==> config.mk <==
export PLATFORM = sky130hd
export DESIGN_NAME = memStage_flat
export DESIGN_NICKNAME = d
export VERILOG_FILES = /design/src/common/mipsPkg.sv /design/src/common/hazardIf.sv /design/src/memory/memStage.sv /design/src/flat_wrapper.sv
export VERILOG_INCLUDE_DIRS = /design/src /design/src/common
export SDC_FILE = /design/constraint.sdc
export NUM_CORES = 2
export LEC_CHECK = 0
export ABC_CLOCK_PERIOD_IN_PS = 2400
export BUFFER_PORTS_ARGS = -buffer_cell sky130_fd_sc_hd__buf_2
export CORE_MARGIN = 5
export CORE_UTILIZATION = 39
export CTS_CLUSTER_DIAMETER = 200
export DETAILED_ROUTE_END_ITERATION = 10
export GPL_ROUTABILITY_DRIVEN = 0
export SYNTH_ARGS = -nofsm -noshare
export SYNTH_HDL_FRONTEND = slang
export SYNTH_SLANG_ARGS = --single-unit
==> constraint.sdc <==
create_clock -name clk -period 2.4 [get_ports clk]
set_clock_uncertainty 0.1 [all_clocks]
set_input_delay 0.6 -clock clk [delete_from_list [all_inputs] [get_ports clk]]
set_output_delay 0.6 -clock clk [all_outputs]
set_load 0.05 [all_outputs]
==> src/common/mips_defines.svh <==
`ifndef MIPS_DEFINES_SVH
`define MIPS_DEFINES_SVH

// datapath widths and memory sizes
`define MIPS_DATA_W       32
`define MIPS_REG_ADDR_W   5
`define MIPS_IMEM_DEPTH   64
`define MIPS_DMEM_DEPTH   64
`define MIPS_IMEM_ADDR_W  6

// primary opcodes, instr[31:26]
`define MIPS_OP_RTYPE     6'b000000
`define MIPS_OP_ADDI      6'b001000
`define MIPS_OP_LW        6'b100011
`define MIPS_OP_SW        6'b101011
`define MIPS_OP_HALT      6'b111111

// R-type funct codes, instr[5:0]
`define MIPS_FN_ADD       6'b100000
`define MIPS_FN_SUB       6'b100010
`define MIPS_FN_AND       6'b100100
`define MIPS_FN_OR        6'b100101
`define MIPS_FN_SLT       6'b101010

`endif

==> src/common/mipsPkg.sv <==
`default_nettype none

`include "mips_defines.svh"

package mipsPkg;

    // data word, also used for byte addresses
    typedef logic [`MIPS_DATA_W-1:0] wordT;

    // register number
    typedef logic [`MIPS_REG_ADDR_W-1:0] regAddrT;

    typedef logic [`MIPS_DATA_W-1:0] instrT;

    // word index into instruction memory
    typedef logic [`MIPS_IMEM_ADDR_W-1:0] imemAddrT;

    typedef enum logic [2:0] {
        aluAdd,
        aluSub,
        aluAnd,
        aluOr,
        aluSlt
    } aluOpT;

    // where an ALU operand comes from
    typedef enum logic [1:0] {
        fwdReg,
        fwdExMem,
        fwdMemWb
    } fwdSelT;

endpackage

`default_nettype wire

==> src/common/hazardIf.sv <==
`timescale 1ns/1ps
`default_nettype none

interface hazardIf;
    import mipsPkg::*;

    // ID/EX side
    regAddrT idExRs;
    regAddrT idExRt;
    logic    idExMemRd;

    // producers further down the pipe
    regAddrT exMemDst;
    logic    exMemRegWr;
    regAddrT memWbDst;
    logic    memWbRegWr;

    // results of the hazard logic
    fwdSelT  fwdA;
    fwdSelT  fwdB;
    logic    stall;

    modport ctrl (
        input  idExRs, idExRt, idExMemRd, exMemDst, exMemRegWr, memWbDst, memWbRegWr,
        output fwdA, fwdB, stall
    );
    modport dec (output idExRs, idExRt, idExMemRd);
    modport exe (input idExMemRd, fwdA, fwdB, output exMemDst, exMemRegWr);
    modport mem (input exMemDst, exMemRegWr, output memWbDst, memWbRegWr);

endinterface

`default_nettype wire

==> src/memory/memStage.sv <==
`timescale 1ns/1ps
`default_nettype none

`include "mips_defines.svh"

module memStage (
    input  wire logic          clk,
    input  wire logic          arstN,
    input  wire mipsPkg::wordT exMemResult,
    input  wire mipsPkg::wordT exMemStoreData,
    input  wire logic          exMemMemRd,
    input  wire logic          exMemMemWr,
    input  wire logic          exMemHalt,
    output logic               wbWr,
    output mipsPkg::regAddrT   wbAddr,
    output mipsPkg::wordT      wbData,
    output logic               memWrEn,
    output mipsPkg::wordT      memAddr,
    output mipsPkg::wordT      memWrData,
    output logic               fin,
    hazardIf.mem               hz
);
    import mipsPkg::*;

    localparam int DmemIdxW = $clog2(`MIPS_DMEM_DEPTH);

    wordT                dmem [`MIPS_DMEM_DEPTH];
    logic [DmemIdxW-1:0] dmemIdx;
    regAddrT             memWbDst;
    logic                memWbRegWr;
    logic                memWbHalt;

    // word addressed, byte offset ignored
    assign dmemIdx = exMemResult[DmemIdxW+1:2];

    always_ff @(posedge clk) begin
        if (exMemMemWr) begin
            dmem[dmemIdx] <= exMemStoreData;
        end
        wbData <= exMemMemRd ? dmem[dmemIdx] : exMemResult;
    end

    // MEM/WB control, fin set as the halt leaves
    always_ff @(posedge clk or negedge arstN) begin
        if (!arstN) begin
            memWbDst   <= '0;
            memWbRegWr <= 1'b0;
            memWbHalt  <= 1'b0;
            fin        <= 1'b0;
        end else begin
            memWbDst   <= hz.exMemDst;
            memWbRegWr <= hz.exMemRegWr;
            memWbHalt  <= exMemHalt;
            fin        <= fin | memWbHalt;
        end
    end

    assign wbWr          = memWbRegWr;
    assign wbAddr        = memWbDst;
    assign hz.memWbDst   = memWbDst;
    assign hz.memWbRegWr = memWbRegWr;

    // store visible while it sits in EX/MEM
    assign memWrEn   = exMemMemWr;
    assign memAddr   = exMemResult;
    assign memWrData = exMemStoreData;

endmodule

`default_nettype wire

==> src/flat_wrapper.sv <==
// flat-port wrapper written by rule: the top's interface ports become plain ports
module memStage_flat import mipsPkg::*;
  (clk, arstN, exMemResult, exMemStoreData, exMemMemRd, exMemMemWr, exMemHalt, wbWr, wbAddr, wbData, memWrEn, memAddr, memWrData, fin, hz_exMemDst, hz_exMemRegWr, hz_memWbDst, hz_memWbRegWr);
  hazardIf hz_i ();
  input  wire logic clk;
  input  wire logic arstN;
  input  wire mipsPkg::wordT exMemResult;
  input  wire mipsPkg::wordT exMemStoreData;
  input  wire logic exMemMemRd;
  input  wire logic exMemMemWr;
  input  wire logic exMemHalt;
  output logic wbWr;
  output mipsPkg::regAddrT wbAddr;
  output mipsPkg::wordT wbData;
  output logic memWrEn;
  output mipsPkg::wordT memAddr;
  output mipsPkg::wordT memWrData;
  output logic fin;
  input wire logic [$bits(hz_i.exMemDst)-1:0] hz_exMemDst;
  input wire logic [$bits(hz_i.exMemRegWr)-1:0] hz_exMemRegWr;
  output wire logic [$bits(hz_i.memWbDst)-1:0] hz_memWbDst;
  output wire logic [$bits(hz_i.memWbRegWr)-1:0] hz_memWbRegWr;
  assign hz_i.exMemDst = hz_exMemDst;
  assign hz_i.exMemRegWr = hz_exMemRegWr;
  assign hz_memWbDst = hz_i.memWbDst;
  assign hz_memWbRegWr = hz_i.memWbRegWr;
  memStage u_core (.clk(clk), .arstN(arstN), .exMemResult(exMemResult), .exMemStoreData(exMemStoreData), .exMemMemRd(exMemMemRd), .exMemMemWr(exMemMemWr), .exMemHalt(exMemHalt), .wbWr(wbWr), .wbAddr(wbAddr), .wbData(wbData), .memWrEn(memWrEn), .memAddr(memAddr), .memWrData(memWrData), .fin(fin), .hz(hz_i));
endmodule
==> run summary <==
status - finished, final reports clean
register bit total from synthesis - 2088
Placed Instance Area - 92800 um^2
endpoints failing setup - 0
asr flop ratio synth - 0.383%
hpwl dp - 198000 um
top layer in use - met5
Final Max Tran Viols - 0
Final Hold Viols - 0
Layout fillers - 16.8k
pre-CTS WS - -1.00 ns
Crit Path Class - reg -> reg
# nets final - 5197
min Tclk post-route - 2.40 ns
detailed-route via count - 50.6k
post-synth top area cell - edfxtp_1
CP peak stage delay - 0.44 ns
synth cell count leaders - edfxtp_1 (2048), mux2i_1 (211), a221oi_1 (208)
CTS tree - built
Seq/Total Area, Yosys - 77.6%
synthesized area - 80400 um^2
Synth Area per Inst - 18.9 um^2
EDFF count, synth - 2048
synth top area cells - edfxtp_1 (77%), mux4_2 (4.6%), mux2i_1 (2.6%)
CTS buffer count - 205
worst-case clock buffer depth - 3
first-pass GRT wire length - 411000 um
Via density - 6.33
RSZ-0062 raised after global routing - false
Bufs and invs on worst path - 1
drt initial violations - 8354
Ports - 185
hold path depth - 1
Final period util - 99.9%
Leak Pwr - 33.2 nW
Fin Hold WS - 0.0369 ns
root buffer cell - clkbuf_16
dpl cells - 7572
Area Overhead vs Synth - 24.4%
Final Util - 48.8%
cell with the most instances after synthesis - edfxtp_1
critical path data arrival time - 3.02 ns
WL met1 - 113000 um
cells on worst reg2reg path - 6
WL/cell - 38.2 um
Worst Tran Pin Value - 0.955 ns
final WL - 305000 um
Die H - 464 um
CP Capture Type - register
critical path's slowest cell - o32a_1
die area - 215000 um^2
gr usage total - 27.6%
setup ws final - 0.00182 ns
post-synth top area share - 76.5%
post-synthesis cell type count - 86
WL met2 - 138000 um
TritonRoute pass-1 iters - 7
CP Cell Sequence - mux2_2 -> a221o_1 -> a222oi_1 -> buf_4 -> o221ai_1 -> o32a_1
CTS clk-pin slew, worst paths - 0.07 ns
initial antenna violation count - 18
number of cells produced by synthesis - 4255
f_max - 417 MHz
Core ar. - 205000 um^2
Starting Density - 39.2%
number of global-route vias before repair - 48.3k
Rel. slew slack - 36.2%
H-tree levels - 4
Overflow after GRT - 0
Crit path max-delay family - compound AO/OA/AOI/OAI gates
peak supply drop - 0.759 mV
yosys warns - 0
layout cells sized above 1 - 32.5%
largest net degree at the start of global routing - 65
Worst-Skew Late Latency - 0.88 ns
DRC viols - 0
clk sink count - 2088
top_reg_cell synth - edfxtp_1
setup TNS - 0 ns
Met3 Wirelength - 37000 um
Crit. path cell count - 6
number of antenna-violating nets in the routed design - 0
I/O Buffers - 184
Finished Cell Area - 100000 um^2
crit start category - register
Max Cap Violations - 0
Pwr Total - 78.8 mW
power per cell area - 789 nW/um^2
crit path max fanout - 1
HP Class - in -> reg
Rows - 166
die extent in x - 464 um
fin cells - 7993
required time worst endpoint - 3.03 ns
post-synthesis net count - 4330
worst reg2reg max path, cell delays in order, from the launching register on:
cell and delay, ns:
edfxtp_1 0.38, mux2_2 0.27, a221o_1 0.30, a222oi_1 0.41, buf_4 0.20, o221ai_1 0.17
o32a_1 0.44
power by group:
group / switching (mW) / internal, mW / total, mW
clock network: 14.2 / 18.1 / 32.3
logic: 3.89 / 2.17 / 6.06
registers: 0.164 / 40.3 / 40.5
total: 18.2 / 60.6 / 78.8
worst paths after layout:
check                               startpoint  slack (ns)                     to
min in group asynchronous                arstN        0.65  u_core.hz.memWbDst[1]
max                        u_core.dmem[51][25]       0.002      u_core.wbData[25]
max reg2reg                u_core.dmem[51][25]       0.002      u_core.wbData[25]
min                         exMemStoreData[11]        0.04    u_core.dmem[51][11]
min reg2reg                   u_core.memWbHalt        0.34             u_core.fin
max in group asynchronous                arstN        1.26  u_core.hz.memWbDst[2]
metal layers:
metal | vias up | GRT usage [%]
met5 | - | 0
met4 | 14 | 13.0
met3 | 802 | 6.76
met2 | 4023 | 42.5
met1 | 26300 | 37.2
li1 | 19400 | -
layout by cell type (no fill, tap or decap), types with 16 or more instances in the layout:
master / instances
buf_12: 282
a31oi_1: 28
mux2i_1: 211
nand3_1: 27
bufinv_16: 16
nor2_1: 105
buf_2: 152
o21ai_0: 92
o32a_1: 16
a22o_1: 32
clkinv_1: 46
a21oi_1: 110
clkbuf_1: 44
a221oi_1: 205
mux2_2: 138
o2bb2ai_1: 24
a221o_1: 22
a22oi_1: 152
o22ai_1: 90
dfxtp_1: 28
buf_4: 555
edfxtp_1: 2048
nor2_4: 59
clkinv_2: 37
dlygate4sd3_1: 28
clkbuf_16: 209
nand2_1: 89
mux4_2: 164
flip-flops by register name (all words and copies together) (netlist names):
signal                flops
u_core.dmem            2048
u_core.fin                1
u_core.hz.memWbDst        5
u_core.hz.memWbRegWr      1
u_core.memWbHalt          1
u_core.wbData            32
layout make-up:
type / count / area, um^2 / share of cell area (%)
timing repair buffer: 1020 / 10900 / 10.9
tap: 2688 / 3360 / 3.36
antenna: 4 / 10.0 / 0.0100
sequential: 2088 / 62300 / 62.4
inverter: 8 / 37.5 / 0.0375
clock buffer: 264 / 5550 / 5.55
multi-input combinational: 1799 / 16600 / 16.6
clock inverter: 122 / 1180 / 1.18
timing repair:
action | 4_1_cts | 5_1_grt
pin swaps | 1 | 3
endpoints found under the hold margin | 34 | 0
buffers inserted | 0 | 3
cloned | 0 | 0
setup endpoints to repair | 15 | 7
resized for setup | 19 | 9
hold buffers | 28 | 0
logic make-up (layout without fill, tap and decap cells):
| group | after synthesis | after routing | share of synthesized area [%] |
|---|---|---|---|
| simple gates | 386 | 386 | 2.17 |
| compound gates | 891 | 891 | 8.19 |
| mux | 522 | 522 | 9.36 |
| flops | 2088 | 2088 | 77.6 |
| buf+inv | 368 | 1414 | 2.70 |
| other cells | 0 | 4 | 0 |
(Power assumes the default switching activity.)
