==> src/common/mips_defines.svh <==
`ifndef MIPS_DEFINES_SVH
`define MIPS_DEFINES_SVH

// datapath widths and memory sizes
`define MIPS_DATA_W       32
`define MIPS_REG_ADDR_W   5
`define MIPS_IMEM_DEPTH   64
`define MIPS_DMEM_DEPTH   64
`define MIPS_IMEM_ADDR_W  6

// primary opcodes, instr[31:26]
`define MIPS_OP_RTYPE     6'b000000
`define MIPS_OP_ADDI      6'b001000
`define MIPS_OP_LW        6'b100011
`define MIPS_OP_SW        6'b101011
`define MIPS_OP_HALT      6'b111111

// R-type funct codes, instr[5:0]
`define MIPS_FN_ADD       6'b100000
`define MIPS_FN_SUB       6'b100010
`define MIPS_FN_AND       6'b100100
`define MIPS_FN_OR        6'b100101
`define MIPS_FN_SLT       6'b101010

`endif

==> src/common/mipsPkg.sv <==
`default_nettype none

`include "mips_defines.svh"

package mipsPkg;

    // data word, also used for byte addresses
    typedef logic [`MIPS_DATA_W-1:0] wordT;

    // register number
    typedef logic [`MIPS_REG_ADDR_W-1:0] regAddrT;

    typedef logic [`MIPS_DATA_W-1:0] instrT;

    // word index into instruction memory
    typedef logic [`MIPS_IMEM_ADDR_W-1:0] imemAddrT;

    typedef enum logic [2:0] {
        aluAdd,
        aluSub,
        aluAnd,
        aluOr,
        aluSlt
    } aluOpT;

    // where an ALU operand comes from
    typedef enum logic [1:0] {
        fwdReg,
        fwdExMem,
        fwdMemWb
    } fwdSelT;

endpackage

`default_nettype wire

==> src/common/hazardIf.sv <==
`timescale 1ns/1ps
`default_nettype none

interface hazardIf;
    import mipsPkg::*;

    // ID/EX side
    regAddrT idExRs;
    regAddrT idExRt;
    logic    idExMemRd;

    // producers further down the pipe
    regAddrT exMemDst;
    logic    exMemRegWr;
    regAddrT memWbDst;
    logic    memWbRegWr;

    // results of the hazard logic
    fwdSelT  fwdA;
    fwdSelT  fwdB;
    logic    stall;

    modport ctrl (
        input  idExRs, idExRt, idExMemRd, exMemDst, exMemRegWr, memWbDst, memWbRegWr,
        output fwdA, fwdB, stall
    );
    modport dec (output idExRs, idExRt, idExMemRd);
    modport exe (input idExMemRd, fwdA, fwdB, output exMemDst, exMemRegWr);
    modport mem (input exMemDst, exMemRegWr, output memWbDst, memWbRegWr);

endinterface

`default_nettype wire

==> src/execute/executeStage.sv <==
`timescale 1ns/1ps
`default_nettype none

module executeStage (
    input  wire logic             clk,
    input  wire logic             arstN,
    input  wire mipsPkg::wordT    idExA,
    input  wire mipsPkg::wordT    idExB,
    input  wire mipsPkg::wordT    idExImm,
    input  wire mipsPkg::regAddrT idExDstR,
    input  wire mipsPkg::regAddrT idExRt,
    input  wire mipsPkg::aluOpT   idExAluOp,
    input  wire logic             idExAluSrcImm,
    input  wire logic             idExRegDstRt,
    input  wire logic             idExRegWr,
    input  wire logic             idExMemWr,
    input  wire logic             idExHalt,
    input  wire mipsPkg::wordT    memWbData,
    output mipsPkg::wordT         exMemResult,
    output mipsPkg::wordT         exMemStoreData,
    output logic                  exMemMemRd,
    output logic                  exMemMemWr,
    output logic                  exMemHalt,
    hazardIf.exe                  hz
);
    import mipsPkg::*;

    wordT    opA;
    wordT    rtVal;
    wordT    opB;
    wordT    aluOut;
    regAddrT dst;
    regAddrT exMemDst;
    logic    exMemRegWr;

    // forwarded rs
    always_comb begin
        unique case (hz.fwdA)
            fwdExMem: opA = exMemResult;
            fwdMemWb: opA = memWbData;
            default:  opA = idExA;
        endcase
    end

    // forwarded rt, also the store data
    always_comb begin
        unique case (hz.fwdB)
            fwdExMem: rtVal = exMemResult;
            fwdMemWb: rtVal = memWbData;
            default:  rtVal = idExB;
        endcase
    end

    assign opB = idExAluSrcImm ? idExImm : rtVal;
    assign dst = idExRegDstRt ? idExRt : idExDstR;

    always_comb begin
        unique case (idExAluOp)
            aluSub: aluOut = opA - opB;
            aluAnd: aluOut = opA & opB;
            aluOr:  aluOut = opA | opB;
            // signed compare
            aluSlt: aluOut = ($signed(opA) < $signed(opB)) ? 32'd1 : 32'd0;
            default: aluOut = opA + opB;
        endcase
    end

    // EX/MEM control
    always_ff @(posedge clk or negedge arstN) begin
        if (!arstN) begin
            exMemDst   <= '0;
            exMemRegWr <= 1'b0;
            exMemMemRd <= 1'b0;
            exMemMemWr <= 1'b0;
            exMemHalt  <= 1'b0;
        end else begin
            exMemDst   <= dst;
            exMemRegWr <= idExRegWr;
            exMemMemRd <= hz.idExMemRd;
            exMemMemWr <= idExMemWr;
            exMemHalt  <= idExHalt;
        end
    end

    // EX/MEM data
    always_ff @(posedge clk) begin
        exMemResult    <= aluOut;
        exMemStoreData <= rtVal;
    end

    assign hz.exMemDst   = exMemDst;
    assign hz.exMemRegWr = exMemRegWr;

endmodule

`default_nettype wire

==> src/flat_wrapper.sv <==
// flat-port wrapper written by rule: the top's interface ports become plain ports
module executeStage_flat import mipsPkg::*;
  (clk, arstN, idExA, idExB, idExImm, idExDstR, idExRt, idExAluOp, idExAluSrcImm, idExRegDstRt, idExRegWr, idExMemWr, idExHalt, memWbData, exMemResult, exMemStoreData, exMemMemRd, exMemMemWr, exMemHalt, hz_idExMemRd, hz_fwdA, hz_fwdB, hz_exMemDst, hz_exMemRegWr);
  hazardIf hz_i ();
  input  wire logic clk;
  input  wire logic arstN;
  input  wire mipsPkg::wordT idExA;
  input  wire mipsPkg::wordT idExB;
  input  wire mipsPkg::wordT idExImm;
  input  wire mipsPkg::regAddrT idExDstR;
  input  wire mipsPkg::regAddrT idExRt;
  input  wire mipsPkg::aluOpT idExAluOp;
  input  wire logic idExAluSrcImm;
  input  wire logic idExRegDstRt;
  input  wire logic idExRegWr;
  input  wire logic idExMemWr;
  input  wire logic idExHalt;
  input  wire mipsPkg::wordT memWbData;
  output mipsPkg::wordT exMemResult;
  output mipsPkg::wordT exMemStoreData;
  output logic exMemMemRd;
  output logic exMemMemWr;
  output logic exMemHalt;
  input wire logic [$bits(hz_i.idExMemRd)-1:0] hz_idExMemRd;
  input wire logic [$bits(hz_i.fwdA)-1:0] hz_fwdA;
  input wire logic [$bits(hz_i.fwdB)-1:0] hz_fwdB;
  output wire logic [$bits(hz_i.exMemDst)-1:0] hz_exMemDst;
  output wire logic [$bits(hz_i.exMemRegWr)-1:0] hz_exMemRegWr;
  assign hz_i.idExMemRd = hz_idExMemRd;
  assign hz_i.fwdA = hz_fwdA;
  assign hz_i.fwdB = hz_fwdB;
  assign hz_exMemDst = hz_i.exMemDst;
  assign hz_exMemRegWr = hz_i.exMemRegWr;
  executeStage u_core (.clk(clk), .arstN(arstN), .idExA(idExA), .idExB(idExB), .idExImm(idExImm), .idExDstR(idExDstR), .idExRt(idExRt), .idExAluOp(idExAluOp), .idExAluSrcImm(idExAluSrcImm), .idExRegDstRt(idExRegDstRt), .idExRegWr(idExRegWr), .idExMemWr(idExMemWr), .idExHalt(idExHalt), .memWbData(memWbData), .exMemResult(exMemResult), .exMemStoreData(exMemStoreData), .exMemMemRd(exMemMemRd), .exMemMemWr(exMemMemWr), .exMemHalt(exMemHalt), .hz(hz_i));
endmodule
==> config.mk <==
export PLATFORM = sky130hd
export DESIGN_NAME = executeStage_flat
export DESIGN_NICKNAME = d
export VERILOG_FILES = /design/src/common/mipsPkg.sv /design/src/common/hazardIf.sv /design/src/execute/executeStage.sv /design/src/flat_wrapper.sv
export VERILOG_INCLUDE_DIRS = /design/src /design/src/common
export SDC_FILE = /design/constraint.sdc
export NUM_CORES = 1
export LEC_CHECK = 0
export BUFFER_PORTS_ARGS = -buffer_cell sky130_fd_sc_hd__buf_4
export CAP_MARGIN = 40
export CORE_ASPECT_RATIO = 1.75
export CORE_MARGIN = 3
export CORE_UTILIZATION = 40
export DETAILED_ROUTE_END_ITERATION = 6
export GPL_ROUTABILITY_DRIVEN = 0
export HOLD_SLACK_MARGIN = 0.12
export PLACE_DENSITY = 0.74
export SLEW_MARGIN = 20
export SYNTH_ARGS = -nofsm -noshare
export SYNTH_HDL_FRONTEND = slang
export SYNTH_SLANG_ARGS = --single-unit
==> constraint.sdc <==
create_clock -name clk -period 4.2 [get_ports clk]
set_clock_uncertainty 0.05 [all_clocks]
set_input_delay 0.42 -clock clk [delete_from_list [all_inputs] [get_ports clk]]
set_output_delay 0.42 -clock clk [all_outputs]
set_load 0.005 [all_outputs]
==> reports/metrics.csv <==
metric;value;unit
status;complete, no violations;
slew margin rel.;41.2;%
# nets final;1678;
Remaining DRCs;0;
layout cell share with drive strength beyond 1;25.6;%
syn_area_per_cell;7.03;µm²
die height;195;µm
WL final;31900;µm
total number of vias;9829;
Post-synth EDFFs;0;
CTS Buf Count;9;
Final period util;96.0;%
Worst EP arrival;4200;ps
largest net degree at the start of global routing;38;
Sink Count;73;
Worst-Margin Slew;879;ps
Slew Limit Fails;0;
top cells by count, synth;135 x inv_1, 122 x nor2_1, 121 x a21oi_1, 108 x nand2_1, 101 x ha_1;
WS Path Type;in -> reg;
#FFs+latches synth;73;
depth of the CTS H-tree;3;
Synthesized Nets;1418;
first-pass iteration count of the detailed router;6;
Root Buffer Master;clkbuf_16;
core area;0.0199;mm²
unrepaired setup endpoints after global routing;false;
synth top area cells;dfxtp_1 16%, ha_1 15%, a21oi_1 7.4%;
die width;114;µm
final design utilization;55.5;%
Static Leak;5.42;nW
DR iter-0 viols;781;
IO buf count;225;
DP HPWL;25400;µm
starting density of the core;41.0;%
Inst Count DP;1651;
async set or reset register ratio after synthesis;12.3;%
final setup fails;0;
area of placed instances;0.0107;mm²
Mapped Area;0.00817;mm²
Routed Antenna Nets;0;
Synth Flop Type;dfxtp_1;
hold_ws;215;ps
Mapped Cells;1162;
fmax;248;MHz
clock buffer depth;2;
Crit Path Max Fanout;23;
Required @ worst endpoint;4370;ps
Final Instance Area;0.0111;mm²
clock-pin transition on the worst setup and hold timing paths;70;ps
fin cells;1672;
# diodes;0;
post-synth cell types;81;
row count;68;
PwrDens;374;mW/mm²
initial antenna violation count;0;
Clk Latency, worst-skew pair;370;ps
Final Hold Fails;0;
sequential share of the synthesized area;18.4;%
total track usage;27.6;%
most frequent cell after synthesis;inv_1;
top-area cell type share of the netlist area;15.7;%
Hold WC Path Type;in -> reg;
synth warn;0;
area leader, netlist;dfxtp_1;
die area;0.0222;mm²
max cap viols;0;
Top-Level Pins;226;
CTS tree;yes;
fin crit period;4030;ps
crit start category;primary input;
vias in the first global route;9841;
Via density;5.88;
Setup crit end kind;flip-flop;
wire length per cell;19.1;µm
final global-route overflow total;0;
first-pass GRT wire length;49400;µm
Worst VDD drop;0.284;mV
Area Overhead vs Synth;35.3;%
-- logic make-up (layout without fill, tap and decap cells) --
group | Yosys count | count (layout) | share of synthesized area [%]
buffers and inverters | 211 | 476 | 10.0
AO/OA/AOI/OAI | 450 | 450 | 36.8
XOR/XNOR | 8 | 8 | 0.858
multiplexers | 9 | 9 | 1.19
AND/OR/NAND/NOR | 307 | 307 | 16.7
flip-flops | 73 | 73 | 18.4
adder cells (fa/ha/maj) | 104 | 104 | 16.1
-- layout by cell type, fill, tap and decap left out, types with 12 or more instances in the layout --
cell type | synthesis | final
inv_1 | 135 | 135
o21a_1 | 35 | 35
o221ai_1 | 13 | 13
ha_1 | 101 | 99
a21oi_1 | 121 | 121
o21ai_0 | 74 | 74
nand2_1 | 108 | 108
buf_4 | 0 | 311
nand2b_1 | 14 | 14
dfxtp_1 | 64 | 64
o211ai_1 | 17 | 17
nor2_1 | 122 | 122
a21o_1 | 12 | 12
o21bai_1 | 12 | 12
a22oi_1 | 66 | 66
o22ai_1 | 12 | 12
-- path summary, 6_finish.rpt --
check | cells past startpoint | from | slack (ps) | to
min reg2reg | 4 | u_core.exMemResult[4] | 570 | u_core.exMemStoreData[4]
max | 17 | hz_fwdB[0] | 170 | u_core.exMemResult[28]
max reg2reg | 15 | u_core.exMemResult[12] | 520 | u_core.exMemResult[28]
min in group asynchronous | 2 | arstN | 390 | u_core.hz.exMemRegWr
min | 3 | idExB[26] | 220 | u_core.exMemStoreData[26]
max in group asynchronous | 2 | arstN | 3580 | u_core.hz.exMemDst[4]
-- metal layers --
metal | part of all wire (%) | global-route usage [%]
met1 | 36 | 30.2
met3 | 8.0 | 5.09
met5 | 0 | 0
met2 | 50 | 49.1
met4 | 5.4 | 15.7
-- power breakdown --
part,internal (mW),switching [mW],total (mW)
clock network,0.521,0.361,0.881
logic,1.04,1.24,2.27
registers,0.849,0.126,0.975
-- state kept, by name, summed over array words and instances (netlist names) --
register and count:
u_core.exMemResult 32, u_core.hz.exMemDst 5, u_core.exMemHalt 1, u_core.exMemMemWr 1
u_core.hz.exMemRegWr 1, u_core.exMemMemRd 1, u_core.exMemStoreData 32
-- worst max-delay path: stages --
cell	delay [ps]
buf_4	90
inv_1	40
ha_2	380
buf_12	170
buf_4	200
nor2_1	70
a21oi_1	230
o21a_1	220
ha_1	370
nor4_1	270
o21ai_0	210
a21oi_2	240
nor2_1	110
o31ai_1	600
o311ai_0	230
nor2_1	190
o21ai_0	120
-- per-stage QoR --
step           setup TNS (ps)  power [mW]  setup WS (ps)
3_5_place_dp             -272        3.20           -137
2_1_floorplan               0        2.24           74.8
6_report                    0        4.13            168
3_3_place_gp            -45.3        3.17          -45.3
4_1_cts                     0        4.09            237
5_1_grt                     0        4.38           8.80
-- area by class of cell --
type	instances	area (µm²)
Multi-Input combinational cell	878	5890
Fill cell	1956	8850
Clock inverter	7	93.8
Clock buffer	9	225
Inverter	137	514
Sequential cell	73	1510
Timing Repair Buffer	323	2520
Tap cell	245	307
-- what timing repair did --
| item | in CTS | in global routing |
|---|---|---|
| endpoints found under the setup margin | 0 | 2 |
| resized for setup | 0 | 2 |
| buffers inserted | 0 | 0 |
| hold buffers | 5 | 0 |
| hold endpoints to repair | 13 | 0 |
(Power assumes the default switching activity.)
