**config.mk**
```make
export PLATFORM = sky130hd
export DESIGN_NAME = pipeControl_flat
export DESIGN_NICKNAME = d
export VERILOG_FILES = /design/src/common/mipsPkg.sv /design/src/common/hazardIf.sv /design/src/control/pipeControl.sv /design/src/flat_wrapper.sv
export VERILOG_INCLUDE_DIRS = /design/src /design/src/common
export SDC_FILE = /design/constraint.sdc
export NUM_CORES = 1
export LEC_CHECK = 0
export BUFFER_PORTS_ARGS = -buffer_cell sky130_fd_sc_hd__buf_2
export CAP_MARGIN = 10
export CORE_UTILIZATION = 37
export CTS_CLUSTER_DIAMETER = 200
export CTS_CLUSTER_SIZE = 8
export DETAILED_ROUTE_END_ITERATION = 8
export GPL_ROUTABILITY_DRIVEN = 0
export PLACE_DENSITY = 0.95
export SYNTH_ARGS = -nofsm -noshare
export SYNTH_HDL_FRONTEND = slang
export SYNTH_SLANG_ARGS = --single-unit
```
**constraint.sdc**
```tcl
create_clock -name clk -period 5.5 [get_ports clk]
set_clock_uncertainty 0.2 [all_clocks]
set_input_delay 1.375 -clock clk [delete_from_list [all_inputs] [get_ports clk]]
set_output_delay 1.375 -clock clk [all_outputs]
set_load 0.1 [all_outputs]
```
**src/common/mips_defines.svh**
```systemverilog
`ifndef MIPS_DEFINES_SVH
`define MIPS_DEFINES_SVH

// datapath widths and memory sizes
`define MIPS_DATA_W       32
`define MIPS_REG_ADDR_W   5
`define MIPS_IMEM_DEPTH   64
`define MIPS_DMEM_DEPTH   64
`define MIPS_IMEM_ADDR_W  6

// primary opcodes, instr[31:26]
`define MIPS_OP_RTYPE     6'b000000
`define MIPS_OP_ADDI      6'b001000
`define MIPS_OP_LW        6'b100011
`define MIPS_OP_SW        6'b101011
`define MIPS_OP_HALT      6'b111111

// R-type funct codes, instr[5:0]
`define MIPS_FN_ADD       6'b100000
`define MIPS_FN_SUB       6'b100010
`define MIPS_FN_AND       6'b100100
`define MIPS_FN_OR        6'b100101
`define MIPS_FN_SLT       6'b101010

`endif

```
**src/common/mipsPkg.sv**
```systemverilog
`default_nettype none

`include "mips_defines.svh"

package mipsPkg;

    // data word, also used for byte addresses
    typedef logic [`MIPS_DATA_W-1:0] wordT;

    // register number
    typedef logic [`MIPS_REG_ADDR_W-1:0] regAddrT;

    typedef logic [`MIPS_DATA_W-1:0] instrT;

    // word index into instruction memory
    typedef logic [`MIPS_IMEM_ADDR_W-1:0] imemAddrT;

    typedef enum logic [2:0] {
        aluAdd,
        aluSub,
        aluAnd,
        aluOr,
        aluSlt
    } aluOpT;

    // where an ALU operand comes from
    typedef enum logic [1:0] {
        fwdReg,
        fwdExMem,
        fwdMemWb
    } fwdSelT;

endpackage

`default_nettype wire

```
**src/common/hazardIf.sv**
```systemverilog
`timescale 1ns/1ps
`default_nettype none

interface hazardIf;
    import mipsPkg::*;

    // ID/EX side
    regAddrT idExRs;
    regAddrT idExRt;
    logic    idExMemRd;

    // producers further down the pipe
    regAddrT exMemDst;
    logic    exMemRegWr;
    regAddrT memWbDst;
    logic    memWbRegWr;

    // results of the hazard logic
    fwdSelT  fwdA;
    fwdSelT  fwdB;
    logic    stall;

    modport ctrl (
        input  idExRs, idExRt, idExMemRd, exMemDst, exMemRegWr, memWbDst, memWbRegWr,
        output fwdA, fwdB, stall
    );
    modport dec (output idExRs, idExRt, idExMemRd);
    modport exe (input idExMemRd, fwdA, fwdB, output exMemDst, exMemRegWr);
    modport mem (input exMemDst, exMemRegWr, output memWbDst, memWbRegWr);

endinterface

`default_nettype wire

```
**src/control/pipeControl.sv**
```systemverilog
`timescale 1ns/1ps
`default_nettype none

`include "mips_defines.svh"

module pipeControl (
    input  wire logic          clk,
    input  wire logic          arstN,
    input  wire mipsPkg::instrT ifIdInstr,
    output logic               fetchEn,
    output mipsPkg::aluOpT     aluOp,
    output logic               aluSrcImm,
    output logic               regDstRt,
    output logic               regWr,
    output logic               memRd,
    output logic               memWr,
    output logic               halt,
    hazardIf.ctrl              hz
);
    import mipsPkg::*;

    logic [5:0] opcode;
    logic [5:0] funct;
    regAddrT    rs;
    regAddrT    rt;
    logic       isHalt;
    logic       halted;

    // picks the newest producer of a source register
    function automatic fwdSelT pickFwd(regAddrT src);
        if (hz.exMemRegWr && hz.exMemDst != '0 && hz.exMemDst == src) begin
            return fwdExMem;
        end
        if (hz.memWbRegWr && hz.memWbDst != '0 && hz.memWbDst == src) begin
            return fwdMemWb;
        end
        return fwdReg;
    endfunction

    assign opcode = ifIdInstr[31:26];
    assign funct  = ifIdInstr[5:0];
    assign rs     = ifIdInstr[25:21];
    assign rt     = ifIdInstr[20:16];
    assign isHalt = (opcode == `MIPS_OP_HALT);

    // load-use hazard holds the consumer one cycle in IF/ID
    assign hz.stall = hz.idExMemRd && hz.idExRt != '0 &&
                      (hz.idExRt == rs || hz.idExRt == rt);

    always_comb begin
        hz.fwdA = pickFwd(hz.idExRs);
        hz.fwdB = pickFwd(hz.idExRt);
    end

    // nothing new is fetched once a halt reaches decode
    assign fetchEn = !(hz.stall || halted || isHalt);

    always_ff @(posedge clk or negedge arstN) begin
        if (!arstN) begin
            halted <= 1'b0;
        end else if (isHalt && !hz.stall) begin
            halted <= 1'b1;
        end
    end

    always_comb begin
        aluOp     = aluAdd;
        aluSrcImm = 1'b0;
        regDstRt  = 1'b0;
        regWr     = 1'b0;
        memRd     = 1'b0;
        memWr     = 1'b0;
        halt      = 1'b0;
        // bubble on stall and inert once halted
        if (!hz.stall && !halted) begin
            unique case (opcode)
                `MIPS_OP_RTYPE: begin
                    regWr = 1'b1;
                    unique case (funct)
                        `MIPS_FN_ADD: aluOp = aluAdd;
                        `MIPS_FN_SUB: aluOp = aluSub;
                        `MIPS_FN_AND: aluOp = aluAnd;
                        `MIPS_FN_OR:  aluOp = aluOr;
                        `MIPS_FN_SLT: aluOp = aluSlt;
                        // unknown funct such as the nop
                        default: regWr = 1'b0;
                    endcase
                end
                `MIPS_OP_ADDI: begin
                    aluSrcImm = 1'b1;
                    regDstRt  = 1'b1;
                    regWr     = 1'b1;
                end
                `MIPS_OP_LW: begin
                    aluSrcImm = 1'b1;
                    regDstRt  = 1'b1;
                    regWr     = 1'b1;
                    memRd     = 1'b1;
                end
                `MIPS_OP_SW: begin
                    aluSrcImm = 1'b1;
                    memWr     = 1'b1;
                end
                `MIPS_OP_HALT: halt = 1'b1;
                default: ;
            endcase
        end
    end

endmodule

`default_nettype wire

```
**src/flat_wrapper.sv**
```systemverilog
// flat-port wrapper written by rule: the top's interface ports become plain ports
module pipeControl_flat import mipsPkg::*;
  (clk, arstN, ifIdInstr, fetchEn, aluOp, aluSrcImm, regDstRt, regWr, memRd, memWr, halt, hz_idExRs, hz_idExRt, hz_idExMemRd, hz_exMemDst, hz_exMemRegWr, hz_memWbDst, hz_memWbRegWr, hz_fwdA, hz_fwdB, hz_stall);
  hazardIf hz_i ();
  input  wire logic clk;
  input  wire logic arstN;
  input  wire mipsPkg::instrT ifIdInstr;
  output logic fetchEn;
  output mipsPkg::aluOpT aluOp;
  output logic aluSrcImm;
  output logic regDstRt;
  output logic regWr;
  output logic memRd;
  output logic memWr;
  output logic halt;
  input wire logic [$bits(hz_i.idExRs)-1:0] hz_idExRs;
  input wire logic [$bits(hz_i.idExRt)-1:0] hz_idExRt;
  input wire logic [$bits(hz_i.idExMemRd)-1:0] hz_idExMemRd;
  input wire logic [$bits(hz_i.exMemDst)-1:0] hz_exMemDst;
  input wire logic [$bits(hz_i.exMemRegWr)-1:0] hz_exMemRegWr;
  input wire logic [$bits(hz_i.memWbDst)-1:0] hz_memWbDst;
  input wire logic [$bits(hz_i.memWbRegWr)-1:0] hz_memWbRegWr;
  output wire logic [$bits(hz_i.fwdA)-1:0] hz_fwdA;
  output wire logic [$bits(hz_i.fwdB)-1:0] hz_fwdB;
  output wire logic [$bits(hz_i.stall)-1:0] hz_stall;
  assign hz_i.idExRs = hz_idExRs;
  assign hz_i.idExRt = hz_idExRt;
  assign hz_i.idExMemRd = hz_idExMemRd;
  assign hz_i.exMemDst = hz_exMemDst;
  assign hz_i.exMemRegWr = hz_exMemRegWr;
  assign hz_i.memWbDst = hz_memWbDst;
  assign hz_i.memWbRegWr = hz_memWbRegWr;
  assign hz_fwdA = hz_i.fwdA;
  assign hz_fwdB = hz_i.fwdB;
  assign hz_stall = hz_i.stall;
  pipeControl u_core (.clk(clk), .arstN(arstN), .ifIdInstr(ifIdInstr), .fetchEn(fetchEn), .aluOp(aluOp), .aluSrcImm(aluSrcImm), .regDstRt(regDstRt), .regWr(regWr), .memRd(memRd), .memWr(memWr), .halt(halt), .hz(hz_i));
endmodule
```
==> impl_results.md <==
- Status: finished with violations
- Failing checks: DRC
- DP HPWL: 1690 um
- Initial core utilization: 41.6%
- Clock transition at path regs: 0 ns
- Cell depth of the worst setup path: 6
- Clock latency at the later pin of the worst-skew pair: 0 ns
- Endpoints failing hold: 0
- Vias: ~840
- Post-synth top area share: 32.1%
- Post-Route WL: 1880 um
- Final period utilization: 88.9%
- Setup TNS: 0 ns
- Post-synth top area cell: xor2_1
- P_leak: 0.477 nW
- CTS Hold Bufs: 0
- Ranking of synthesized cells by area: xor2_1, xnor2_1, nor3_1, nor2_1, or4_1
- First drt pass iteration count: 8
- Total GRT Usage: between 10% and 20%
- Max Fclk: 0.204 GHz
- Crit path max fanout: 3
- Filler cell count: 134
- CP dominant cell by count: buf_2
- Vias in the first global route: between 800 and 900
- Vert. Die Dim: between 40 and 50 um
- Syn Inst Count: 88
- RSZ-0062 raised after global routing: false
- # rows: 14
- Post-layout min period: a little under 5 ns
- Final core utilization: between 60% and 70%
- Number of top-level pins: 72
- Post-DP Area: 1000 sq um
- Setup repair bufs after CTS: 0
- Worst Hold Class: reg2reg
- Regs by FF count: u_core.halted: 1 flops
- Seq cells post-synth: 1
- CP startpoint kind: primary input
- Yosys cell types: 29
- Sequence of cells on the critical path: buf_2 > or4_1 > o21ai_0 > nor4_4 > nor4_2 > buf_2
- Die X: roughly 44 um
- Worst slew margin: a little over half
- Average cell area after synthesis: 7.45 sq um
- WS Path Type: in2out
- First-pass GRT wire length: 3120 um
- 1st-iter DRT viols: 16
- PortBufs: just over 60
- Required @ worst endpoint: 3.92 ns
- Initial antenna violation count: 0
- Area growth syn-to-layout: 52.9%
- Cell Area, Synth: 656 sq um
- Largest reg by FF count: u_core.halted
- Worst path buffer plus inverter count: 2
- Post-synthesis sequential area ratio: 3.82%
- Layout cells sized above 1: 51.0%
- Antenna violation net count after detailed routing: 0
- Final instance area: 1000 sq um
- Crit Reg-Reg Startpoint: u_core.halted$_DFFE_PN0P_
- Die area: 1940 sq um
- DRC Markers: 1
- Crit path max-delay cell type: o21ai_0
- Worst slew pin tran: 0.690 ns
- Final setup vio count: 0
- VDD IR max: 0.0895 mV
- Worst reg2reg path endpoint: u_core.halted$_DFFE_PN0P_
- GR Overflow Total: 0
- Max FFs per register: 1
- Crit path from: hz_exMemDst[0]
- Cts repair resizes: 0
- Power Density: 109 nW/um^2
- Slowest stage delay, CP: 0.56 ns
- Largest net degree at the start of global routing: 11
- Post-Syn Nets: 145
- Setup crit end: hz_fwdB[1]
- Fin nets: roughly 200
- Worst reg2reg path depth: 1
- CP arrival: 3.32 ns
- Max Cap Viol: 0
- R2R setup slack: 4.67 ns
- Setup crit end kind: primary output
- Crit-path leading delay family: simple AND/OR/NAND/NOR gates
- Wire per inst: around 12 um
- Yosys warning total: 0
- Via density per instance: roughly 5.3
- Antenna cells: 0
- Final-report max-slew violation count: 0
- Core Box Area: about 1600 sq um
-- power by group --
part           leakage [nW]  total, mW  internal (mW)  switching [mW]
sequential           0.0115     0.0101        0.00921        0.000852
combinational         0.466     0.0992         0.0361          0.0630
clock                     0          0              0               0
total                 0.477      0.109         0.0453          0.0639
-- layout make-up --
type	instances	area (sq um)	area share (%)
Multi-Input combinational cell	80	648	64.7
Timing Repair Buffer	61	305	30.5
Sequential cell	1	25.0	2.50
Tap cell	16	20.0	2.00
Inverter	1	3.75	0.375
-- layer usage --
metal,vias to the layer above,global-route usage [%],part of all wire [%],wire length [um]
li1,421,-,-,-
met1,362,23.6,42,783
met2,52,40.0,50,931
met3,0,0.816,8.7,164
met4,0,1.21,0,0
met5,-,0,0,0
-- worst min path at each step --
stage | from | endpoint | slack, ns | cells after the start
3_5_place_dp | u_core.halted$_DFFE_PN0P_ | u_core.halted$_DFFE_PN0P_ | 0.27 | 1
4_1_cts | u_core.halted$_DFFE_PN0P_ | u_core.halted$_DFFE_PN0P_ | 0.28 | 1
2_1_floorplan | u_core.halted$_DFFE_PN0P_ | u_core.halted$_DFFE_PN0P_ | 0.24 | 1
6_report | u_core.halted$_DFFE_PN0P_ | u_core.halted$_DFFE_PN0P_ | 0.27 | 1
5_1_grt | u_core.halted$_DFFE_PN0P_ | u_core.halted$_DFFE_PN0P_ | 0.29 | 1
3_3_place_gp | u_core.halted$_DFFE_PN0P_ | u_core.halted$_DFFE_PN0P_ | 0.26 | 1
-- cells by family (layout without fill, tap and decap cells) --
| kind of cell | count (synthesis) | in the layout | synth area share [%] |
|---|---|---|---|
| simple gates | 38 | 38 | 34.0 |
| xor+xnor | 30 | 30 | 40.1 |
| compound gates | 10 | 10 | 13.2 |
| buf+inv | 7 | 62 | 5.91 |
| mux | 2 | 2 | 3.05 |
| flops | 1 | 1 | 3.82 |
-- synth_stat cells --
| cell | n |
|---|---|
| a22oi_1 | 1 |
| o21ai_0 | 3 |
| nor2_1 | 8 |
| xnor2_1 | 6 |
| nor4b_2 | 1 |
| a21oi_1 | 1 |
| nand2_1 | 3 |
| or2_2 | 1 |
| dfrtp_1 | 1 |
| clkbuf_1 | 1 |
| or4_4 | 1 |
| a211oi_1 | 1 |
| inv_1 | 1 |
| nor3_1 | 8 |
| buf_6 | 1 |
| o21ai_4 | 1 |
| o21bai_4 | 1 |
| o22a_1 | 1 |
| and2b_2 | 1 |
| xor2_1 | 24 |
| nor4_2 | 1 |
| nand4_1 | 1 |
| nand3_1 | 4 |
| and3_1 | 1 |
| buf_2 | 4 |
| or4_1 | 4 |
| mux2i_1 | 2 |
| o21bai_1 | 1 |
| nor4_1 | 4 |
-- layout by cell type, fill, tap and decap left out, types with 3 or more instances in the layout --
cell     Yosys  final
buf_2        4     61
nand2_1      3      3
nand3_1      4      4
nor2_1       8      8
nor3_1       8      8
nor4_4       0      3
o21ai_0      3      3
or4_1        4      4
xnor2_1      6      6
xor2_1      24     24
-- stage by stage --
step	setup slack, ns	power (mW)	hold slack [ns]	std cells
after global routing	0.555	0.117	0.291	159
after floorplan	-0.491	0.0796	0.244	88
after global placement	0.660	0.106	0.262	159
after detailed placement	0.609	0.110	0.272	159
after CTS	0.614	0.110	0.276	159
final	0.609	0.109	0.271	159
Note: power is estimated with default switching activity, not from simulation.
