$ cat src/common/mips_defines.svh
`ifndef MIPS_DEFINES_SVH
`define MIPS_DEFINES_SVH

// datapath widths and memory sizes
`define MIPS_DATA_W       32
`define MIPS_REG_ADDR_W   5
`define MIPS_IMEM_DEPTH   64
`define MIPS_DMEM_DEPTH   64
`define MIPS_IMEM_ADDR_W  6

// primary opcodes, instr[31:26]
`define MIPS_OP_RTYPE     6'b000000
`define MIPS_OP_ADDI      6'b001000
`define MIPS_OP_LW        6'b100011
`define MIPS_OP_SW        6'b101011
`define MIPS_OP_HALT      6'b111111

// R-type funct codes, instr[5:0]
`define MIPS_FN_ADD       6'b100000
`define MIPS_FN_SUB       6'b100010
`define MIPS_FN_AND       6'b100100
`define MIPS_FN_OR        6'b100101
`define MIPS_FN_SLT       6'b101010

`endif

$ cat src/common/mipsPkg.sv
`default_nettype none

`include "mips_defines.svh"

package mipsPkg;

    // data word, also used for byte addresses
    typedef logic [`MIPS_DATA_W-1:0] wordT;

    // register number
    typedef logic [`MIPS_REG_ADDR_W-1:0] regAddrT;

    typedef logic [`MIPS_DATA_W-1:0] instrT;

    // word index into instruction memory
    typedef logic [`MIPS_IMEM_ADDR_W-1:0] imemAddrT;

    typedef enum logic [2:0] {
        aluAdd,
        aluSub,
        aluAnd,
        aluOr,
        aluSlt
    } aluOpT;

    // where an ALU operand comes from
    typedef enum logic [1:0] {
        fwdReg,
        fwdExMem,
        fwdMemWb
    } fwdSelT;

endpackage

`default_nettype wire

$ cat src/common/hazardIf.sv
`timescale 1ns/1ps
`default_nettype none

interface hazardIf;
    import mipsPkg::*;

    // ID/EX side
    regAddrT idExRs;
    regAddrT idExRt;
    logic    idExMemRd;

    // producers further down the pipe
    regAddrT exMemDst;
    logic    exMemRegWr;
    regAddrT memWbDst;
    logic    memWbRegWr;

    // results of the hazard logic
    fwdSelT  fwdA;
    fwdSelT  fwdB;
    logic    stall;

    modport ctrl (
        input  idExRs, idExRt, idExMemRd, exMemDst, exMemRegWr, memWbDst, memWbRegWr,
        output fwdA, fwdB, stall
    );
    modport dec (output idExRs, idExRt, idExMemRd);
    modport exe (input idExMemRd, fwdA, fwdB, output exMemDst, exMemRegWr);
    modport mem (input exMemDst, exMemRegWr, output memWbDst, memWbRegWr);

endinterface

`default_nettype wire

$ cat src/decode/decodeStage.sv
`timescale 1ns/1ps
`default_nettype none

`include "mips_defines.svh"

module decodeStage (
    input  wire logic             clk,
    input  wire logic             arstN,
    input  wire mipsPkg::instrT   ifIdInstr,
    input  wire mipsPkg::aluOpT   aluOp,
    input  wire logic             aluSrcImm,
    input  wire logic             regDstRt,
    input  wire logic             regWr,
    input  wire logic             memRd,
    input  wire logic             memWr,
    input  wire logic             halt,
    input  wire logic             wbWr,
    input  wire mipsPkg::regAddrT wbAddr,
    input  wire mipsPkg::wordT    wbData,
    output mipsPkg::wordT         idExA,
    output mipsPkg::wordT         idExB,
    output mipsPkg::wordT         idExImm,
    output mipsPkg::regAddrT      idExDstR,
    output mipsPkg::regAddrT      idExRt,
    output mipsPkg::aluOpT        idExAluOp,
    output logic                  idExAluSrcImm,
    output logic                  idExRegDstRt,
    output logic                  idExRegWr,
    output logic                  idExMemWr,
    output logic                  idExHalt,
    hazardIf.dec                  hz
);
    import mipsPkg::*;

    localparam int NumRegs = 2 ** `MIPS_REG_ADDR_W;

    wordT    regs [NumRegs];
    regAddrT rs;
    regAddrT rt;
    wordT    rdA;
    wordT    rdB;
    wordT    imm;
    regAddrT idExRs;
    logic    idExMemRd;

    // write-first read with $0 hardwired to zero
    function automatic wordT readReg(regAddrT a);
        if (a == '0) begin
            return '0;
        end
        if (wbWr && wbAddr == a) begin
            return wbData;
        end
        return regs[a];
    endfunction

    assign rs  = ifIdInstr[25:21];
    assign rt  = ifIdInstr[20:16];
    assign imm = {{16{ifIdInstr[15]}}, ifIdInstr[15:0]};

    always_comb begin
        rdA = readReg(rs);
        rdB = readReg(rt);
    end

    always_ff @(posedge clk or negedge arstN) begin
        if (!arstN) begin
            for (int i = 0; i < NumRegs; i++) begin
                regs[i] <= '0;
            end
        end else if (wbWr && wbAddr != '0) begin
            regs[wbAddr] <= wbData;
        end
    end

    // ID/EX control and register numbers
    always_ff @(posedge clk or negedge arstN) begin
        if (!arstN) begin
            idExAluOp     <= aluAdd;
            idExAluSrcImm <= 1'b0;
            idExRegDstRt  <= 1'b0;
            idExRegWr     <= 1'b0;
            idExMemRd     <= 1'b0;
            idExMemWr     <= 1'b0;
            idExHalt      <= 1'b0;
            idExRs        <= '0;
            idExRt        <= '0;
            idExDstR      <= '0;
        end else begin
            idExAluOp     <= aluOp;
            idExAluSrcImm <= aluSrcImm;
            idExRegDstRt  <= regDstRt;
            idExRegWr     <= regWr;
            idExMemRd     <= memRd;
            idExMemWr     <= memWr;
            idExHalt      <= halt;
            idExRs        <= rs;
            idExRt        <= rt;
            idExDstR      <= ifIdInstr[15:11];
        end
    end

    // ID/EX operands
    always_ff @(posedge clk) begin
        idExA   <= rdA;
        idExB   <= rdB;
        idExImm <= imm;
    end

    assign hz.idExRs    = idExRs;
    assign hz.idExRt    = idExRt;
    assign hz.idExMemRd = idExMemRd;

endmodule

`default_nettype wire

$ cat src/flat_wrapper.sv
// flat-port wrapper written by rule: the top's interface ports become plain ports
module decodeStage_flat import mipsPkg::*;
  (clk, arstN, ifIdInstr, aluOp, aluSrcImm, regDstRt, regWr, memRd, memWr, halt, wbWr, wbAddr, wbData, idExA, idExB, idExImm, idExDstR, idExRt, idExAluOp, idExAluSrcImm, idExRegDstRt, idExRegWr, idExMemWr, idExHalt, hz_idExRs, hz_idExRt, hz_idExMemRd);
  hazardIf hz_i ();
  input  wire logic clk;
  input  wire logic arstN;
  input  wire mipsPkg::instrT ifIdInstr;
  input  wire mipsPkg::aluOpT aluOp;
  input  wire logic aluSrcImm;
  input  wire logic regDstRt;
  input  wire logic regWr;
  input  wire logic memRd;
  input  wire logic memWr;
  input  wire logic halt;
  input  wire logic wbWr;
  input  wire mipsPkg::regAddrT wbAddr;
  input  wire mipsPkg::wordT wbData;
  output mipsPkg::wordT idExA;
  output mipsPkg::wordT idExB;
  output mipsPkg::wordT idExImm;
  output mipsPkg::regAddrT idExDstR;
  output mipsPkg::regAddrT idExRt;
  output mipsPkg::aluOpT idExAluOp;
  output logic idExAluSrcImm;
  output logic idExRegDstRt;
  output logic idExRegWr;
  output logic idExMemWr;
  output logic idExHalt;
  output wire logic [$bits(hz_i.idExRs)-1:0] hz_idExRs;
  output wire logic [$bits(hz_i.idExRt)-1:0] hz_idExRt;
  output wire logic [$bits(hz_i.idExMemRd)-1:0] hz_idExMemRd;
  assign hz_idExRs = hz_i.idExRs;
  assign hz_idExRt = hz_i.idExRt;
  assign hz_idExMemRd = hz_i.idExMemRd;
  decodeStage u_core (.clk(clk), .arstN(arstN), .ifIdInstr(ifIdInstr), .aluOp(aluOp), .aluSrcImm(aluSrcImm), .regDstRt(regDstRt), .regWr(regWr), .memRd(memRd), .memWr(memWr), .halt(halt), .wbWr(wbWr), .wbAddr(wbAddr), .wbData(wbData), .idExA(idExA), .idExB(idExB), .idExImm(idExImm), .idExDstR(idExDstR), .idExRt(idExRt), .idExAluOp(idExAluOp), .idExAluSrcImm(idExAluSrcImm), .idExRegDstRt(idExRegDstRt), .idExRegWr(idExRegWr), .idExMemWr(idExMemWr), .idExHalt(idExHalt), .hz(hz_i));
endmodule
$ cat config.mk
export PLATFORM = sky130hd
export DESIGN_NAME = decodeStage_flat
export DESIGN_NICKNAME = d
export VERILOG_FILES = /design/src/common/mipsPkg.sv /design/src/common/hazardIf.sv /design/src/decode/decodeStage.sv /design/src/flat_wrapper.sv
export VERILOG_INCLUDE_DIRS = /design/src /design/src/common
export SDC_FILE = /design/constraint.sdc
export NUM_CORES = 2
export LEC_CHECK = 0
export CAP_MARGIN = 20
export CORE_AREA = 10 10 322 324
export DETAILED_ROUTE_END_ITERATION = 12
export DIE_AREA = 0 0 332 334
export DONT_BUFFER_PORTS = 1
export GPL_TIMING_DRIVEN = 1
export PLACE_DENSITY = 0.74
export REMOVE_ABC_BUFFERS = 1
export SYNTH_ARGS = -nofsm -noshare
export SYNTH_HDL_FRONTEND = slang
export SYNTH_SLANG_ARGS = --single-unit
$ cat constraint.sdc
create_clock -name clk -period 1.9 [get_ports clk]
set_input_delay 0.38 -clock clk [delete_from_list [all_inputs] [get_ports clk]]
set_output_delay 0.38 -clock clk [all_outputs]
set_load 0.01 [all_outputs]
==> results.txt <==
- Number of buffers added by the clock tree synthesis step: 115
* Clock period minus final worst setup slack: 2.08 ns
* Share of synthesized area spent on multiplexers: 42.2%
- The number of endpoints with negative hold slack in the final report came to 196.
* Detailed-route vias per instance: 7.20
- The first global-routing pass estimated 251000 um of wire.
* Area of the die: 0.111 mm^2
- Gate count after technology mapping: 3676
* Clock Pin Slew Worst Setup and Hold Paths: 0.06 ns
- Post-Syn Area: 0.0570 mm^2
- The tightest min-delay check is of the in2async type.
* Starting density of the core: 58.4%
- The via count of the first global-routing pass was 38000.
- In this run the clock root is driven by a clkbuf_16.
- Via count: 35700
- Dividing total power by cell area gives a power density of 1070 mW/mm^2.
* Core outline area: 0.0976 mm^2
* Critical path peak fanout: 259
* H-tree lvl count: 3
- TritonCTS built the clock tree.
- After the first detailed-routing iteration, the DRC count stood at 3817.
* Yosys reg bits: 1128
- Crit path DAT: 2.68 ns
- Per report_power, the combinational group accounts for 17.7% of the total.
- Summing the areas of all fa, ha and maj instances in the mapped netlist gives 0% of the synthesized area.
- Type of element launching the critical path: input pin
- Sequential-to-total area share from yosys stat: 48.8%
- The average instance in the mapped netlist occupies 15.5 um^2.
- Delay contributed by the slowest stage of the critical path: 0.96 ns
* Worst clock skew: 0.0146 ns
- Net switching is 25.2% of the power.
* Post-synthesis share of cell area spent on xor and xnor gates: 0.154%
* Max Freq: 480 MHz
- Top delay family on crit path: multiplexers
- Post-synth EDFFs: 0
- For the worst setup path, the data required time is 2.49 ns.
- Sequential cell fraction of total power: 46.5%
- Of the cells placed in the final design, the portion with a size suffix greater than 1 is 52.4%.
- The slowest stage of the critical path belongs to the cell mux4_2.
- Io pins: 206
- From bottom edge to top edge, the die measures 334 um.
* Number of placed instances, taps included: 4642
* Cell variety after synth: 40
* Setup-violating endpoint count in the final report: 21
- Cell internal power was estimated by the tool at 0.0513 W.
* Overall die width: 332 um
* Yosys warnings: 0
* Asr flop ratio synth: 92.9%
- For this design, the sink count on the clock tree is 1128.
- The area growth from synthesis to layout is 12.6%.
- Net switching power: 0.0173 W
* Post-synthesis simple-gate area fraction: 1.05%
- Critical path capture point type: register
- After synthesis, the largest family of logic cells by area is multiplexers.
- Final hold analysis gives a worst-case slack of -0.625 ns.
- Non-filler instance count after layout: 4958
- Routability-driven placement finished with a final weighted congestion of 0.789.
- Result of the run: complete, but fails checks
* Remaining routing DRC violations: 0
- Worst Setup Slack, final: -0.184 ns
- Post-layout instance area: 0.0641 mm^2
* Initial antenna violation count: 8
- Post-route ant nets: 0
* Ordered cell list for the critical path: mux4_2 -> mux2_2 -> nand2_1 -> o211ai_1 -> o2111a_1
- In the finished design, the share of the clock period the worst path needs comes to 110%.
- Tightest slew margin relative to the limit: -2.25%
- The library cell used most frequently in the layout, excluding fill and tap cells, is dfrtp_1.
- The total overflow left after global routing is 0.
* Clock network fraction of design power: 35.8%
* Failing checks: negative hold slack, max-slew violations, negative setup slack
- Post-CTS setup buffers: 0
- Clk Latency, worst-skew pair: 0.71 ns
* Final #Nets: 3648
- The synthesized netlist devotes 4.13% of its cell area to compound gates.
- Pre-CTS WS: -0.234 ns
* I/O Buffers: 0
- Synth Flop Type: dfrtp_1
- For the pin with the worst max-slew slack, the measured transition is 1.53 ns.
- Worst ir drop on vdd: 0.000687 V
* Most used cells in the layout excluding fill and tap cells: dfrtp_1 (1048), mux2_2 (1020), mux4_2 (511)
- The number of buffers and inverters on the critical path is 0.
* Post-DP Area: 0.0587 mm^2
- Hold repair after CTS inserted 71 buffers.
- Entering global routing, the biggest net connects 1049 pins.
- DR pass1 iterations: 5
- Row generation in the floorplan step produced 115 rows.
- Once detailed placement completed, the half-perimeter wirelength came to 91700 um.
- Leakage Power: 27.2 nW
* Total track usage: 30.0%
* Routed wire length: 169000 um
- # Max-Cap Violations: 0
* CP Class: in2reg
* Wire length per cell after detailed routing: 34.2 um
- No sink is reached through more buffers than the 3 on the longest clock path.
- Final max-slew violation count: 34
## state kept, by name (all words and copies together), names as in the netlist, 3 cells and up
name	cells
u_core.regs	1024
u_core.idExA	32
u_core.idExB	32
u_core.idExImm	16
u_core.hz.idExRs	5
u_core.hz.idExRt	5
u_core.idExDstR	5
u_core.idExAluOp	3
## Yosys cell counts (all sizes together), types with 2 or more instances
cell / count / area, um^2
a21boi: 2 / 15.0
a21oi: 2 / 10.0
and2: 2 / 12.5
buf: 221 / 1200
clkbuf: 224 / 841
dfrtp: 1048 / 26200
dfxtp: 80 / 1600
inv: 2 / 7.51
mux2: 1055 / 11900
mux2i: 67 / 671
mux4: 511 / 11500
nand2: 86 / 323
nand2b: 4 / 25.0
nand3: 3 / 15.0
nand3b: 4 / 30.0
nor2: 18 / 67.6
nor3b: 4 / 30.0
nor4: 2 / 25.0
o2111a: 63 / 709
o211ai: 63 / 473
o21ai: 64 / 320
o22ai: 128 / 801
or2: 3 / 18.8
or4: 2 / 15.0
xnor2: 2 / 17.5
xor2: 8 / 70.1
## final timing paths
check	from	cells after the start	end	slack, ns
max	ifIdInstr[21]	5	u_core.idExA[3]	-0.18
min	arstN	0	u_core.regs[1015]	-0.62
max reg2reg	u_core.regs[565]	5	u_core.idExB[21]	0.18
min reg2reg	u_core.regs[1021]	0	u_core.regs[1021]	0.39
max in group asynchronous	arstN	4	u_core.regs[25]	0.49
min in group clk	ifIdInstr[24]	3	u_core.idExA[31]	0.03
## layer usage
layer	vias up	part of all wire (%)	GRT usage [%]
li1	14000	-	-
met1	19300	38	38.0
met2	1889	48	48.3
met3	507	9.1	7.16
met4	6	5.3	14.6
met5	-	0.024	0
## power by group through the flow
stage,registers [W],clock network (W),logic (W)
after floorplan,0.0309,0,0.00920
after global placement,0.0314,0,0.0105
after detailed placement,0.0322,0,0.0110
after CTS,0.0317,0.0248,0.0115
after global routing,0.0323,0.0259,0.0129
final,0.0319,0.0246,0.0122
## final cells by class
| class | instances | area [um^2] |
|---|---|---|
| Multi-Input combinational cell | 2101 | 27300 |
| Tap cell | 1287 | 1610 |
| Clock buffer | 176 | 3480 |
| Timing Repair Buffer | 219 | 3240 |
| Inverter | 2 | 7.51 |
| Fill cell | 6605 | 33400 |
| Antenna cell | 2 | 5.00 |
| Sequential cell | 1128 | 27800 |
| Clock inverter | 43 | 651 |
## stage by stage
step,utilization (%),hold slack [ns],power [W],setup TNS (ns)
floorplan,-,0.0844,0.0401,-396.47
global route,65.7,-0.639,0.0712,-0.197
detailed placement,60.2,0.112,0.0431,-9.67
CTS,65.2,-0.591,0.0681,0
global placement,60.2,0.135,0.0419,-7.32
finish,65.8,-0.625,0.0686,-2.08
## kinds of logic (layout without fill, tap and decap cells)
group / count (synthesis) / after routing
muxes: 1633 / 1633
buffers and inverters: 447 / 440
xor gates and xnor gates: 10 / 10
and+or+nand+nor: 133 / 133
AOI/OAI and AO/OA: 325 / 325
DFF: 1128 / 1128
other: 0 / 2
## what timing repair did
action / 4_1_cts / 5_1_grt
endpoints found under the setup margin: 0 / 533
gates resized for setup: 0 / 0
hold endpoints to repair: 2144 / 196
No activity file was read; power rests on OpenSTA's default activity.
